<file path="src/rtl/isq_pkg.sv">
`default_nettype none

////////////////////////////////////////////////////////////////////////////
// shared widths, types and encodings of the issue queue
////////////////////////////////////////////////////////////////////////////
package isq_pkg;

   // instruction word width
   parameter int INST_W = 56;
   // result and source tag width
   parameter int TAG_W = 6;

   typedef logic [INST_W-1:0] isq_inst_t;
   // source tag sits in the low bits of the word
   typedef logic [TAG_W-1:0] isq_tag_t;

   // one queue line, msb first as the line register packs it
   typedef struct packed {
      // speculative behind the open branch
      logic      brn_wat;
      // source operand still pending
      logic      wat;
      isq_inst_t inst;
   } isq_line_t;

   // dispatch request
   typedef struct packed {
      logic      valid;
      isq_inst_t inst;
      // operand not yet produced
      logic      wat;
      // this instruction opens a speculation window
      logic      is_brn;
   } isq_disp_t;

   // issue slot toward execution
   typedef struct packed {
      logic      valid;
      isq_inst_t inst;
   } isq_iss_t;

   // branch speculation FSM
   typedef enum logic [1:0] {
      NORMAL = 2'd0,
      SPEC   = 2'd1,
      FLUSH  = 2'd2
   } isq_ctl_e;

endpackage

`default_nettype wire

</file>
<file path="src/rtl/isq_cnt.sv">
`timescale 1ns/10ps
`default_nettype none

module isq_cnt #(
   parameter int DEPTH = 8
) (
   input  logic                       clk,
   input  logic                       rst_n,
   input  logic                       disp_take,
   input  logic                       iss_go,
   input  logic                       flush,
   input  logic [$clog2(DEPTH+1)-1:0] surv,
   input  isq_pkg::isq_inst_t         iss_inst,
   output logic [$clog2(DEPTH+1)-1:0] occ,
   output logic [$clog2(DEPTH+1)-1:0] credit_ret,
   output isq_pkg::isq_iss_t          iss
);
   import isq_pkg::*;

   localparam int CNT_W = $clog2(DEPTH+1);

   logic [CNT_W-1:0] occ_nxt;
   logic [CNT_W-1:0] ret_nxt;
   isq_iss_t         iss_nxt;

   always_comb
   begin
      if (flush)
      begin
         // dispatch in a mispredict cycle is speculative and never lands
         occ_nxt = surv;
         // issued, flushed and dropped lines all come back at once
         ret_nxt = CNT_W'(int'(occ) + int'(disp_take) - int'(surv));
      end
      else
      begin
         occ_nxt = CNT_W'(int'(occ) + int'(disp_take) - int'(iss_go));
         // one credit per issue
         ret_nxt = CNT_W'(iss_go);
      end
   end

   // bubble drives an all-zero slot
   assign iss_nxt = iss_go ? '{valid: 1'b1, inst: iss_inst} : '0;

   // occupancy and credit return
   always_ff @(posedge clk or negedge rst_n)
   begin
      if (!rst_n)
      begin
         occ        <= '0;
         credit_ret <= '0;
      end
      else
      begin
         occ        <= occ_nxt;
         credit_ret <= ret_nxt;
      end
   end

   // issue stage register
   always_ff @(posedge clk or negedge rst_n)
   begin
      if (!rst_n)
         iss <= '0;
      else
         iss <= iss_nxt;
   end

endmodule

`default_nettype wire

</file>
<file path="src/rtl/isq_ctl.sv">
`timescale 1ns/10ps
`default_nettype none

module isq_ctl #(
   parameter int DEPTH = 8
) (
   input  logic                       clk,
   input  logic                       rst_n,
   input  isq_pkg::isq_disp_t         disp,
   input  logic                       found,
   input  logic                       iss_stall,
   input  logic                       brn_res_valid,
   input  logic                       brn_mispred,
   input  logic [$clog2(DEPTH+1)-1:0] occ,
   input  logic [DEPTH-1:0]           lines_brn,
   output logic                       iss_go,
   output logic                       flush,
   output logic                       clr_brn_wat,
   output logic                       spec_in,
   output logic                       disp_take,
   output logic [$clog2(DEPTH+1)-1:0] surv,
   output isq_pkg::isq_ctl_e          state
);
   import isq_pkg::*;

   localparam int CNT_W = $clog2(DEPTH+1);

   isq_ctl_e         state_nxt;
   logic             resolve;
   logic             brn_disp;
   logic [CNT_W-1:0] spec_cnt;

   ////////////////////////////////////////////////////////////////////////////
   // one-cycle commands
   ////////////////////////////////////////////////////////////////////////////

   // oldest ready line leaves unless execution holds
   assign iss_go = found & ~iss_stall;

   // resolution only means something with a branch open
   assign resolve = (state == SPEC) & brn_res_valid;
   assign flush = resolve & brn_mispred;
   assign clr_brn_wat = resolve & ~brn_mispred;

   // younger than the open branch
   assign spec_in = (state == SPEC);

   // every dispatch spends a credit, even one dropped by a flush
   assign disp_take = disp.valid;

   // a branch dropped with the flush opens nothing
   assign brn_disp = disp.valid & disp.is_brn & ~flush;

   ////////////////////////////////////////////////////////////////////////////
   // survivors of a mispredict
   ////////////////////////////////////////////////////////////////////////////

   // lines_brn is the next content of each line, incoming dispatch included
   always_comb
   begin
      spec_cnt = '0;
      for (int i = 0; i < DEPTH; i++)
      begin
         spec_cnt = spec_cnt + CNT_W'(lines_brn[i]);
      end
   end

   // lines after the edge, less the speculative tail
   // only meaningful while flush is high
   assign surv = CNT_W'(int'(occ) - int'(iss_go) + int'(disp.valid) - int'(spec_cnt));

   ////////////////////////////////////////////////////////////////////////////
   // speculation FSM
   ////////////////////////////////////////////////////////////////////////////

   always_comb
   begin
      state_nxt = state;
      case (state)
         NORMAL:
         begin
            if (brn_disp)
               state_nxt = SPEC;
         end
         SPEC:
         begin
            if (flush)
               state_nxt = FLUSH;
            // a new branch may arrive as the old one retires
            else if (clr_brn_wat)
               state_nxt = brn_disp ? SPEC : NORMAL;
         end
         FLUSH:
         begin
            // single cycle, dispatch here is already non-speculative
            state_nxt = brn_disp ? SPEC : NORMAL;
         end
         default:
         begin
            state_nxt = NORMAL;
         end
      endcase
   end

   always_ff @(posedge clk or negedge rst_n)
   begin
      if (!rst_n)
         state <= NORMAL;
      else
         state <= state_nxt;
   end

endmodule

`default_nettype wire

</file>
<file path="src/rtl/isq_lin.sv">
`timescale 1ns/10ps
`default_nettype none

module isq_lin (
   input  logic               clk,
   input  logic               rst_n,
   input  logic               en,
   input  logic               clr_wat,
   input  logic               set_wat,
   input  logic               fls_inst,
   input  logic               clr_brn_wat,
   input  isq_pkg::isq_line_t lin_in,
   output isq_pkg::isq_line_t lin_out
);
   import isq_pkg::*;

   logic      wat;
   logic      brn_wat;
   isq_inst_t inst;
   logic      spec_nxt;
   logic      kill;

   // branch-wait the line carries past this edge
   assign spec_nxt = en ? lin_in.brn_wat : brn_wat;
   // flush only empties speculative content, loaded or held
   assign kill = fls_inst & spec_nxt;

   // wait bit, clear wins over set, both over load
   always_ff @(posedge clk or negedge rst_n)
   begin
      if (!rst_n)
         wat <= 1'b0;
      else if (kill || clr_wat)
         wat <= 1'b0;
      else if (set_wat)
         wat <= 1'b1;
      else if (en)
         wat <= lin_in.wat;
   end

   // branch-wait bit, resolve clears before load
   always_ff @(posedge clk or negedge rst_n)
   begin
      if (!rst_n)
         brn_wat <= 1'b0;
      else if (kill || clr_brn_wat)
         brn_wat <= 1'b0;
      else if (en)
         brn_wat <= lin_in.brn_wat;
   end

   // instruction word
   always_ff @(posedge clk or negedge rst_n)
   begin
      if (!rst_n)
         inst <= '0;
      else if (kill)
         inst <= '0;
      else if (en)
         inst <= lin_in.inst;
   end

   assign lin_out = '{brn_wat: brn_wat, wat: wat, inst: inst};

endmodule

`default_nettype wire

</file>
<file path="src/rtl/isq_sel.sv">
`timescale 1ns/10ps
`default_nettype none

module isq_sel #(
   parameter int DEPTH = 8
) (
   input  isq_pkg::isq_line_t         lines [DEPTH],
   input  logic [$clog2(DEPTH+1)-1:0] occ,
   input  logic                       wake_valid,
   input  isq_pkg::isq_tag_t          wake_tag,
   input  isq_pkg::isq_disp_t         disp,
   input  logic                       spec_in,
   input  logic                       iss_go,
   output logic                       found,
   output isq_pkg::isq_inst_t         iss_inst,
   output isq_pkg::isq_line_t         lin_in [DEPTH],
   output logic [DEPTH-1:0]           en,
   output logic [DEPTH-1:0]           clr_wat
);
   import isq_pkg::*;

   localparam int IDX_W = (DEPTH > 1) ? $clog2(DEPTH) : 1;
   localparam int CNT_W = $clog2(DEPTH+1);

   logic [DEPTH-1:0] ready;
   logic [IDX_W-1:0] iss_idx;
   logic [CNT_W-1:0] disp_pos;
   isq_line_t        disp_lin;

   ////////////////////////////////////////////////////////////////////////////
   // oldest ready select
   ////////////////////////////////////////////////////////////////////////////

   // occupied, and no wait or its producer broadcasts right now
   always_comb
   begin
      for (int i = 0; i < DEPTH; i++)
      begin
         ready[i] = (i < int'(occ)) &&
                    (!lines[i].wat ||
                     (wake_valid && (lines[i].inst[TAG_W-1:0] == wake_tag)));
      end
   end

   // scan from the top, lowest index ends up winning
   always_comb
   begin
      found   = 1'b0;
      iss_idx = '0;
      for (int i = DEPTH-1; i >= 0; i--)
      begin
         if (ready[i])
         begin
            found   = 1'b1;
            iss_idx = IDX_W'(i);
         end
      end
   end

   assign iss_inst = lines[iss_idx].inst;

   ////////////////////////////////////////////////////////////////////////////
   // next content of each line
   ////////////////////////////////////////////////////////////////////////////

   // youngest slot after this cycle's issue
   assign disp_pos = occ - CNT_W'(iss_go);

   assign disp_lin = '{brn_wat: spec_in, wat: disp.wat, inst: disp.inst};

   for (genvar i = 0; i < DEPTH; i++)
   begin : g_lin
      isq_line_t up;
      logic      shift;
      logic      load;

      // top line pulls in an empty line
      if (i < DEPTH-1)
      begin : g_up
         assign up = lines[i+1];
      end
      else
      begin : g_top
         assign up = '0;
      end

      // everything at and above the issued line drops by one
      assign shift = iss_go && (i >= int'(iss_idx));
      assign load = disp.valid && (i == int'(disp_pos));
      assign en[i] = shift | load;
      // hold keeps own content so the bus always shows the next value
      assign lin_in[i] = load ? disp_lin : (shift ? up : lines[i]);
      // wakeup follows the word the line ends up with, dispatch included
      assign clr_wat[i] = wake_valid && (lin_in[i].inst[TAG_W-1:0] == wake_tag);
   end

endmodule

`default_nettype wire

</file>
<file path="src/rtl/isq_top.sv">
`timescale 1ns/10ps
`default_nettype none

module isq_top #(
   parameter int DEPTH = 8
) (
   input  logic                       clk,
   input  logic                       rst_n,
   input  isq_pkg::isq_disp_t         disp,
   input  logic                       wake_valid,
   input  isq_pkg::isq_tag_t          wake_tag,
   input  logic                       brn_res_valid,
   input  logic                       brn_mispred,
   input  logic                       iss_stall,
   output isq_pkg::isq_iss_t          iss,
   output logic [$clog2(DEPTH+1)-1:0] credit_ret
);
   import isq_pkg::*;

   localparam int CNT_W = $clog2(DEPTH+1);

   isq_line_t        lines [DEPTH];
   isq_line_t        lin_in [DEPTH];
   logic [DEPTH-1:0] en;
   logic [DEPTH-1:0] clr_wat;
   logic [DEPTH-1:0] lines_brn;
   logic [CNT_W-1:0] occ;
   logic [CNT_W-1:0] surv;
   isq_inst_t        iss_inst;
   logic             found;
   logic             iss_go;
   logic             flush;
   logic             clr_brn_wat;
   logic             spec_in;
   logic             disp_take;

   // queue lines, position 0 is the oldest
   for (genvar i = 0; i < DEPTH; i++)
   begin : g_line
      isq_lin isq_lin_i (
         .clk         (clk),
         .rst_n       (rst_n),
         .en          (en[i]),
         .clr_wat     (clr_wat[i]),
         // no replay path sets a wait bit again
         .set_wat     (1'b0),
         .fls_inst    (flush),
         .clr_brn_wat (clr_brn_wat),
         .lin_in      (lin_in[i]),
         .lin_out     (lines[i])
      );

      // speculative marks as they will be loaded
      assign lines_brn[i] = lin_in[i].brn_wat;
   end

   isq_sel #(.DEPTH(DEPTH)) isq_sel_i (
      .lines      (lines),
      .occ        (occ),
      .wake_valid (wake_valid),
      .wake_tag   (wake_tag),
      .disp       (disp),
      .spec_in    (spec_in),
      .iss_go     (iss_go),
      .found      (found),
      .iss_inst   (iss_inst),
      .lin_in     (lin_in),
      .en         (en),
      .clr_wat    (clr_wat)
   );

   isq_ctl #(.DEPTH(DEPTH)) isq_ctl_i (
      .clk           (clk),
      .rst_n         (rst_n),
      .disp          (disp),
      .found         (found),
      .iss_stall     (iss_stall),
      .brn_res_valid (brn_res_valid),
      .brn_mispred   (brn_mispred),
      .occ           (occ),
      .lines_brn     (lines_brn),
      .iss_go        (iss_go),
      .flush         (flush),
      .clr_brn_wat   (clr_brn_wat),
      .spec_in       (spec_in),
      .disp_take     (disp_take),
      .surv          (surv),
      // state only observed inside the control block
      .state         ()
   );

   isq_cnt #(.DEPTH(DEPTH)) isq_cnt_i (
      .clk        (clk),
      .rst_n      (rst_n),
      .disp_take  (disp_take),
      .iss_go     (iss_go),
      .flush      (flush),
      .surv       (surv),
      .iss_inst   (iss_inst),
      .occ        (occ),
      .credit_ret (credit_ret),
      .iss        (iss)
   );

endmodule

`default_nettype wire

</file>
<file path="config.mk">
export PLATFORM = sky130hd
export DESIGN_NAME = isq_top
export DESIGN_NICKNAME = d
export VERILOG_FILES = /design/src/rtl/isq_pkg.sv /design/src/rtl/isq_cnt.sv /design/src/rtl/isq_ctl.sv /design/src/rtl/isq_lin.sv /design/src/rtl/isq_sel.sv /design/src/rtl/isq_top.sv
export SDC_FILE = /design/constraint.sdc
export NUM_CORES = 2
export LEC_CHECK = 0
export ABC_AREA = 1
export BUFFER_PORTS_ARGS = -buffer_cell sky130_fd_sc_hd__buf_2
export CAP_MARGIN = 0
export CORE_MARGIN = 2
export CORE_UTILIZATION = 39
export CTS_BUF_LIST = sky130_fd_sc_hd__clkbuf_4 sky130_fd_sc_hd__clkbuf_8
export CTS_CLUSTER_DIAMETER = 100
export DETAILED_ROUTE_END_ITERATION = 8
export PLACE_DENSITY = 0.65
export SLEW_MARGIN = 40
export SYNTH_ARGS = -nofsm -noshare
export SYNTH_HDL_FRONTEND = slang
export SYNTH_SLANG_ARGS = --single-unit
</file>
<file path="constraint.sdc">
create_clock -name clk -period 15.6 [get_ports clk]
set_clock_uncertainty 0.1 [all_clocks]
set_input_delay 1.56 -clock clk [delete_from_list [all_inputs] [get_ports clk]]
set_output_delay 1.56 -clock clk [all_outputs]
set_load 0.01 [all_outputs]
</file>
* After elaboration in Yosys (flattened, before gate mapping)
Index checks and enable logic that the tools add are counted.
** Word-level totals
- Register bits after elaboration :: 531
- Input port bits :: 71
- Logic and storage cells :: 333
** Cells by class
- Add/sub/neg operators :: 14
- Magnitude comparators :: 16
- Equality and inequality tests :: 27
- Mux-type cells :: 91
- Bitwise operators :: 26
- Reductions and logical operators :: 122
** Operators by type and width (count)
- $mux 56 :: 18
- $mux 58 :: 16
- $bmux 58 s3 :: 1
- $eq 6x6->1 :: 16
- $mux 57 :: 1
- $reduce_bool 3->1 :: 16
- $mux 1 :: 41
- $logic_and 1x1->1 :: 39
- $reduce_and 2->1 :: 17
- $reduce_bool 2->1 :: 16
- $add 4x1->4 :: 7
- $logic_or 1x1->1 :: 24
- $mux 3 :: 8
- $eq 4x4->1 const A :: 4
- $lt 3x4->1 const A :: 4
- $and 1x1->1 :: 14
- $ge 3x3->1 const A :: 3
- $eq 3x4->1 const A :: 2
- $logic_not 1->1 :: 8
- $lt 1x4->1 const A :: 2
- $lt 2x4->1 const A :: 2
- $mux 4 :: 2
- $or 1x1->1 :: 8
- $sub 4x1->4 :: 2
- other kinds (18) :: 25

* Depth between registers and ports, before layout
- Depth after elaboration :: 27
- Mapped depth :: 42
- Gate-level depth less buffers :: 40

* Modules after synthesis
A second synthesis with hierarchy kept.
** Unflattened totals
- Cell total of the unflattened synthesis :: 6360
- Area, all modules :: 38739.7 µm²
** Modules (own cells, without submodules)
- isq_lin :: times used 8, cells each 375, area each 2678.8 µm², seq. area each 1451.4 µm²
- isq_sel :: times used 1, cells each 3060, area each 14427.6 µm², seq. area each 0.0 µm²
- isq_cnt :: times used 1, cells each 237, area each 2398.6 µm², seq. area each 1626.6 µm²
- isq_ctl :: times used 1, cells each 62, area each 479.2 µm², seq. area each 50.0 µm²
- isq_top :: times used 1, cells each 1, area each 3.8 µm², seq. area each 0.0 µm²

* Least setup slack after synthesis
Ideal clock, no wire load.
- Kind :: input to register
- Start point :: input port wake_tag[4]
- End point :: register isq_cnt_i.credit_ret[3]
- Setup time :: 0.078 ns
- Arrival :: 8.268 ns
- Required time :: 15.422 ns
- Path slack :: 7.154 ns
- Stages on the path :: 40
- Path buffers :: 4
- Cells stage by stage :: buf_6 -> buf_6 -> nand2_1 -> nand2_1 -> nor3_1 -> nand2_1 -> nand2_1 -> nand2_2 -> nand2_1 -> nor2_2 -> a21oi_2 -> buf_1 -> ha_1 -> ha_1 -> xnor2_1 -> inv_1 -> nor2_1 -> inv_1 -> [4 not listed] -> inv_1 -> ha_1 -> inv_1 -> fa_1 -> fa_1 -> inv_1 -> fa_1 -> inv_1 -> fa_1 -> ha_1 -> ha_1 -> inv_1 -> ha_1 -> a21oi_1 -> o21ai_0 -> xor2_1 -> or2_2 -> a21oi_1
** Between the ends
- Word-level cells in the longest chain between the ends :: 27
** RTL lines
- from (decl) :: line isq_top.sv:11 : input isq_pkg::isq_tag_t wake_tag,
- $eq 6x6->1 :: line isq_sel.sv:41 : (wake_valid && (lines[i].inst[TAG_W-1:0] == wake_tag)));
- $logic_and 1x1->1 :: line isq_sel.sv:41
- $logic_or 1x1->1 :: line isq_sel.sv:40 : (!lines[i].wat ||
- $logic_and 1x1->1 :: line isq_sel.sv:39 : ready[i] = (i < int'(occ)) &&
- $mux 1 (7 in series) :: line isq_sel.sv:52 : if (ready[i])
- $mux 1 (*) :: line isq_sel.sv:52
- $and 1x1->1 (*) :: line isq_ctl.sv:38 : assign iss_go = found & ~iss_stall;
- named net isq_cnt_i.iss_go :: line isq_cnt.sv:10 : input logic iss_go,
- [2 not listed]
- $logic_and 1x1->1 :: line isq_sel.sv:89 : assign load = disp.valid && (i == int'(disp_pos));
- $mux 58 :: line isq_sel.sv:92 : assign lin_in[i] = load ? disp_lin : (shift ? up : lines[i]);
- $add 1x1->2 :: line isq_ctl.sv:64 : spec_cnt = spec_cnt + CNT_W'(lines_brn[i]);
- $add 4x1->4 (6 in series) :: line isq_ctl.sv:64
- $sub 4x4->4 (*) :: line isq_ctl.sv:70 : assign surv = CNT_W'(int'(occ) - int'(iss_go) + int'(disp.valid) - int'(spec_cnt));
- $sub 4x4->4 (*) :: line isq_cnt.sv:33 : ret_nxt = CNT_W'(int'(occ) + int'(disp_take) - int'(surv));
- $mux 4 (*) :: line isq_cnt.sv:28 : if (flush)
- named net isq_cnt_i.ret_nxt[3] :: line isq_cnt.sv:23 : logic [CNT_W-1:0] ret_nxt;
- to (signal assigned) :: line isq_cnt.sv:57 : credit_ret <= ret_nxt;
- to (decl) :: line isq_cnt.sv:15 : output logic [$clog2(DEPTH+1)-1:0] credit_ret,
The timed path passes the listed nets; every way through them passes the cells marked *. The select of a mux whose other input is x is not followed.
A chain may end at the register's enable or synchronous reset.

* Worst setup path in the final report
- Start point :: input port wake_tag[4]
- End point :: register isq_cnt_i.credit_ret[3]
** Between the ends
- Word-level cells in the longest chain between the ends :: 27
** RTL lines (line)
- $eq 6x6->1 :: isq_sel.sv:41
- $logic_and 1x1->1 :: isq_sel.sv:41
- $logic_or 1x1->1 :: isq_sel.sv:40
- $logic_and 1x1->1 :: isq_sel.sv:39
- $mux 1 (8 in series) :: isq_sel.sv:52
- $and 1x1->1 :: isq_ctl.sv:38
- $sub 4x1->4 :: isq_ctl.sv:70, isq_sel.sv:67
- $eq 2x4->1 / $logic_not 4->1 (equally long branches) :: isq_sel.sv:89
- $logic_and 1x1->1 :: isq_sel.sv:89
- $mux 58 :: isq_sel.sv:92
- $add 1x1->2 :: isq_ctl.sv:64
- $add 4x1->4 (6 in series) :: isq_ctl.sv:64
- $sub 4x4->4 (*) :: isq_ctl.sv:70
- $sub 4x4->4 (*) :: isq_cnt.sv:33
- $mux 4 (*) :: isq_cnt.sv:28
- named net isq_cnt_i.ret_nxt[3] :: isq_cnt.sv:23
Marks and branches as above.

==> impl_metrics.py <==
metrics = {
    "status": {
        "status": "completed",
    },
    "pwr": {
        "total_leakage_power_nw": 15.78,
        "part_of_the_total_power_dissipated_in_sequential_elements_pct": 24.9,
        "netSwitchingFraction_pct": 50.46,
        "combinationalPowerShare_pct": 58.6,
        "clockPowerShare_pct": 16.5,
        "vdd_ir_drop_max_mv": 0.2378,
        "internal_power_mw": 4.257,
        "power.density_cell_area_nw_per_um2": 261.9,
        "switchingPower_mw": 4.335,
    },
    "synthesis": {
        "synth_area_per_cell_um2": 7.797,
        "netlist_top_cells_area": "sky130_fd_sc_hd__dfrtp_1 45%, sky130_fd_sc_hd__inv_1 7.2%, sky130_fd_sc_hd__o22ai_1 6.7%",
        "synth_warn": 0,
        "synth_top_area_share_pct": 45.17,
        "synth_edf_count": 0,
        "synthesis.nets": 3870,
        "netlist-cell-type-count": 45,
        "synth_top_flop_cell": "sky130_fd_sc_hd__dfrtp_1",
        "synth.largest_area_cell": "sky130_fd_sc_hd__dfrtp_1",
        "synth.cell_area_um2": 29420,
        "yosysSeqAreaShare_pct": 45.17,
        "synth-async-reset-ratio_pct": 100.0,
        "ys_ff_latch": 531,
        "netlist_instances": 3773,
    },
    "final_layout": {
        "fillcell_total": 7575,
        "area.growth.synth_to_final_pct": 11.54,
        "layout.cell_area.non_filler_um2": 32810,
        "nNetsFinal": 3874,
        "most_common_library_cell_in_the_layout_ignoring_fill_and_taps": "sky130_fd_sc_hd__inv_1",
        "most-common-layout-cells": "552 x sky130_fd_sc_hd__inv_1, 531 x sky130_fd_sc_hd__dfrtp_1, 508 x sky130_fd_sc_hd__nor2_1, 467 x sky130_fd_sc_hd__nand2_1, 317 x sky130_fd_sc_hd__o22ai_1",
        "layout_cell_share_with_drive_strength_beyond_1_pct": 11.67,
        "finalCoreUtilization_pct": 44.00,
    },
    "detailed_routing": {
        "route.final.wire_length_mm": 112.8,
        "dr_total_vias": 28840,
        "detail_route.iter0.violations": 3487,
        "post_drt_wl_per_cell_um": 23.41,
        "drt_drc_violations_left": 0,
        "routed_via_density": 5.984,
        "drt.antenna.violating_nets": 0,
        "drt-pass1-iter-count": 6,
    },
    "timing": {
        "max_slew_margin_pct": 37.20,
        "final.setup.tns_ps": 0,
        "min_period_over_period_pct": 61.44,
        "unrepaired_setup_endpoints_after_global_routing": "false",
        "finalHoldWorstSlack_ps": 385.3,
        "final_period_minus_worst_setup_slack_ps": 9585,
        "worst_slew_pin_slew_ps": 941.9,
        "timing_max_transition_violations_final": 0,
        "timing.final.hold_violations": 0,
        "fmax_ghz": 0.1043,
        "setup_viol": 0,
    },
    "clock_tree": {
        "clock_insertion_delay_worst_skew_ps": 760,
        "cts_tree": "done",
        "clock_path_buffers": 3,
        "cts_buffer_count": 94,
        "clock_sink_count": 531,
        "clock_tree.root_cell": "sky130_fd_sc_hd__clkbuf_8",
        "clock_transition_at_the_registers_of_the_reported_paths_ps": 60,
        "cts.repair_timing.setup_buffer_count": 0,
        "h-tree-depth": 3,
        "post_cts_hold_buffer_count": 0,
        "cts_resized": 0,
    },
    "floorplanning": {
        "floorplan.initialDensity_pct": 39.45,
        "dieHeight_um": 278.6,
        "die_ar_um2": 77640,
        "placeableCoreArea_um2": 74570,
        "floorplan.io_pins": 132,
        "chipWidth_um": 278.6,
        "number_of_placement_rows": 100,
    },
    "setup_path": {
        "timing.critical_path.to_type": "flip-flop",
        "worstSetupPathType": "in2reg",
        "critical_path.startpoint_type": "input pin",
        "cp_slowest_cell": "sky130_fd_sc_hd__buf_4",
        "crit_fanout": 56,
        "crit_path_frequent_cell": "sky130_fd_sc_hd__inv_1",
        "worst_ep_arrival_time_ps": 10120,
        "cp_data_required_time_ps": 16130,
        "crit_buf_inv": 14,
        "largest_stage_delay_on_the_critical_path_ps": 680,
        "r2r_setup_slack_ps": 6910,
        "cp_top_family": "adder cells",
    },
    "placement": {
        "dp.final_hpwl_mm": 64.00,
        "numPortBuffers": 131,
        "place_area_um2": 30670,
        "place.gp.congestion": 0.9910,
    },
    "grt": {
        "groute.usage.overall_pct": 28.57,
        "grt_overflow": 0,
        "antenna_found_initial": 3,
        "pin_count_of_the_biggest_net_entering_global_routing": 199,
        "number_of_global_route_vias_before_repair": 27680,
        "grt_pass1_wl_mm": 170.5,
    },
    "min_path": {
        "holdCritPathClass": "reg2reg",
    },
    "run": {
        "maxCapViolations": 0,
    },
}
## cell usage after synthesis, drive strengths merged, types with 17 or more instances
cell type	number
dfrtp	531
nand2	493
o22ai	327
o21ai	229
ha	19
inv	581
a21oi	299
nand3	75
xor2	17
clkbuf	170
buf	109
nand4	30
o32ai	50
nor2	527
a22oi	135
o211ai	35
a221oi	26
o221ai	34
## power by group through the flow
stage | Combinational (mW) | Clock (mW) | Sequential, mW
2_1_floorplan | 3.46 | 0 | 2.07
3_3_place_gp | 4.83 | 0 | 2.14
3_5_place_dp | 4.90 | 0 | 2.15
4_1_cts | 4.92 | 1.43 | 2.13
5_1_grt | 5.53 | 1.50 | 2.18
6_report | 5.04 | 1.41 | 2.14
## path summary, 6_finish.rpt
kind / depth (start not counted) / start / to
setup reg to reg: 42 / g_line[0].isq_lin_i.inst[2]$_DFFE_PN0P_ / isq_cnt_i.credit_ret[3]$_DFF_PN0_
min in group asynchronous: 1 / rst_n / isq_cnt_i.iss[17]$_DFF_PN0_
max in group asynchronous: 5 / rst_n / isq_cnt_i.iss[47]$_DFF_PN0_
hold / removal: 1 / isq_ctl_i.state[1]$_DFFE_PN0P_ / isq_ctl_i.state[0]$_DFFE_PN0P_
setup / recovery: 44 / wake_tag[4] / isq_cnt_i.credit_ret[3]$_DFF_PN0_
hold reg to reg: 1 / isq_ctl_i.state[1]$_DFFE_PN0P_ / isq_ctl_i.state[0]$_DFFE_PN0P_
## cells by family (layout without fill, tap and decap cells)
logic type | after synthesis | in the layout | share of synthesized area (%)
other | 0 | 3 | 0
AOI/OAI and AO/OA | 1176 | 1176 | 24.98
and+or+nand+nor | 1147 | 1147 | 15.95
xor gates and xnor gates | 30 | 30 | 0.8932
DFF | 531 | 531 | 45.17
adders and majority gates | 26 | 26 | 1.284
buffers and inverters | 863 | 938 | 11.71
## sequential cells by signal, summed over array words and instances (netlist names)
register                  flops
isq_cnt_i.credit_ret          4
g_line.isq_lin_i.wat          8
isq_cnt_i.occ                 4
isq_cnt_i.iss                57
g_line.isq_lin_i.inst       448
g_line.isq_lin_i.brn_wat      8
isq_ctl_i.state               2
## metal layers
metal,vias up,global-route usage (%),wire (um)
li1,12750,-,-
met1,14050,37.99,45650
met2,1693,44.41,50580
met3,351,5.447,10850
met4,0,14.74,5744
met5,-,0,0
## worst register-to-register path, delay by kind of cell, from the launching register on
kind | cells | cell delay (ps)
flip-flops | 1 | 420
AO/OA/AOI/OAI | 8 | 1140
buffers and inverters | 13 | 2140
AND/OR/NAND/NOR | 9 | 1130
adder cells (fa/ha/maj) | 10 | 3370
XOR/XNOR | 2 | 260
## per-stage QoR
stage | power, mW | worst slack (ps) | instances
finish | 8.592 | 6015 | 4820
global route | 9.207 | 5556 | 4819
CTS | 8.485 | 6182 | 4814
detailed placement | 7.047 | 5428 | 4647
global placement | 6.973 | 5588 | 4643
floorplan | 5.534 | 7155 | 3773
## cell type report
type / instances / area [um^2] / area share [%]
clock inverter: 21 / 177.7 / 0.5415
sequential: 531 / 13290 / 40.50
clock buffer: 146 / 1859 / 5.667
timing repair buffer: 187 / 1281 / 3.905
antenna: 3 / 7.507 / 0.02288
tap: 969 / 1212 / 3.695
inverter: 584 / 2200 / 6.704
multi-input combinational: 2379 / 12790 / 38.97
No activity file was read; power rests on OpenSTA's default activity.
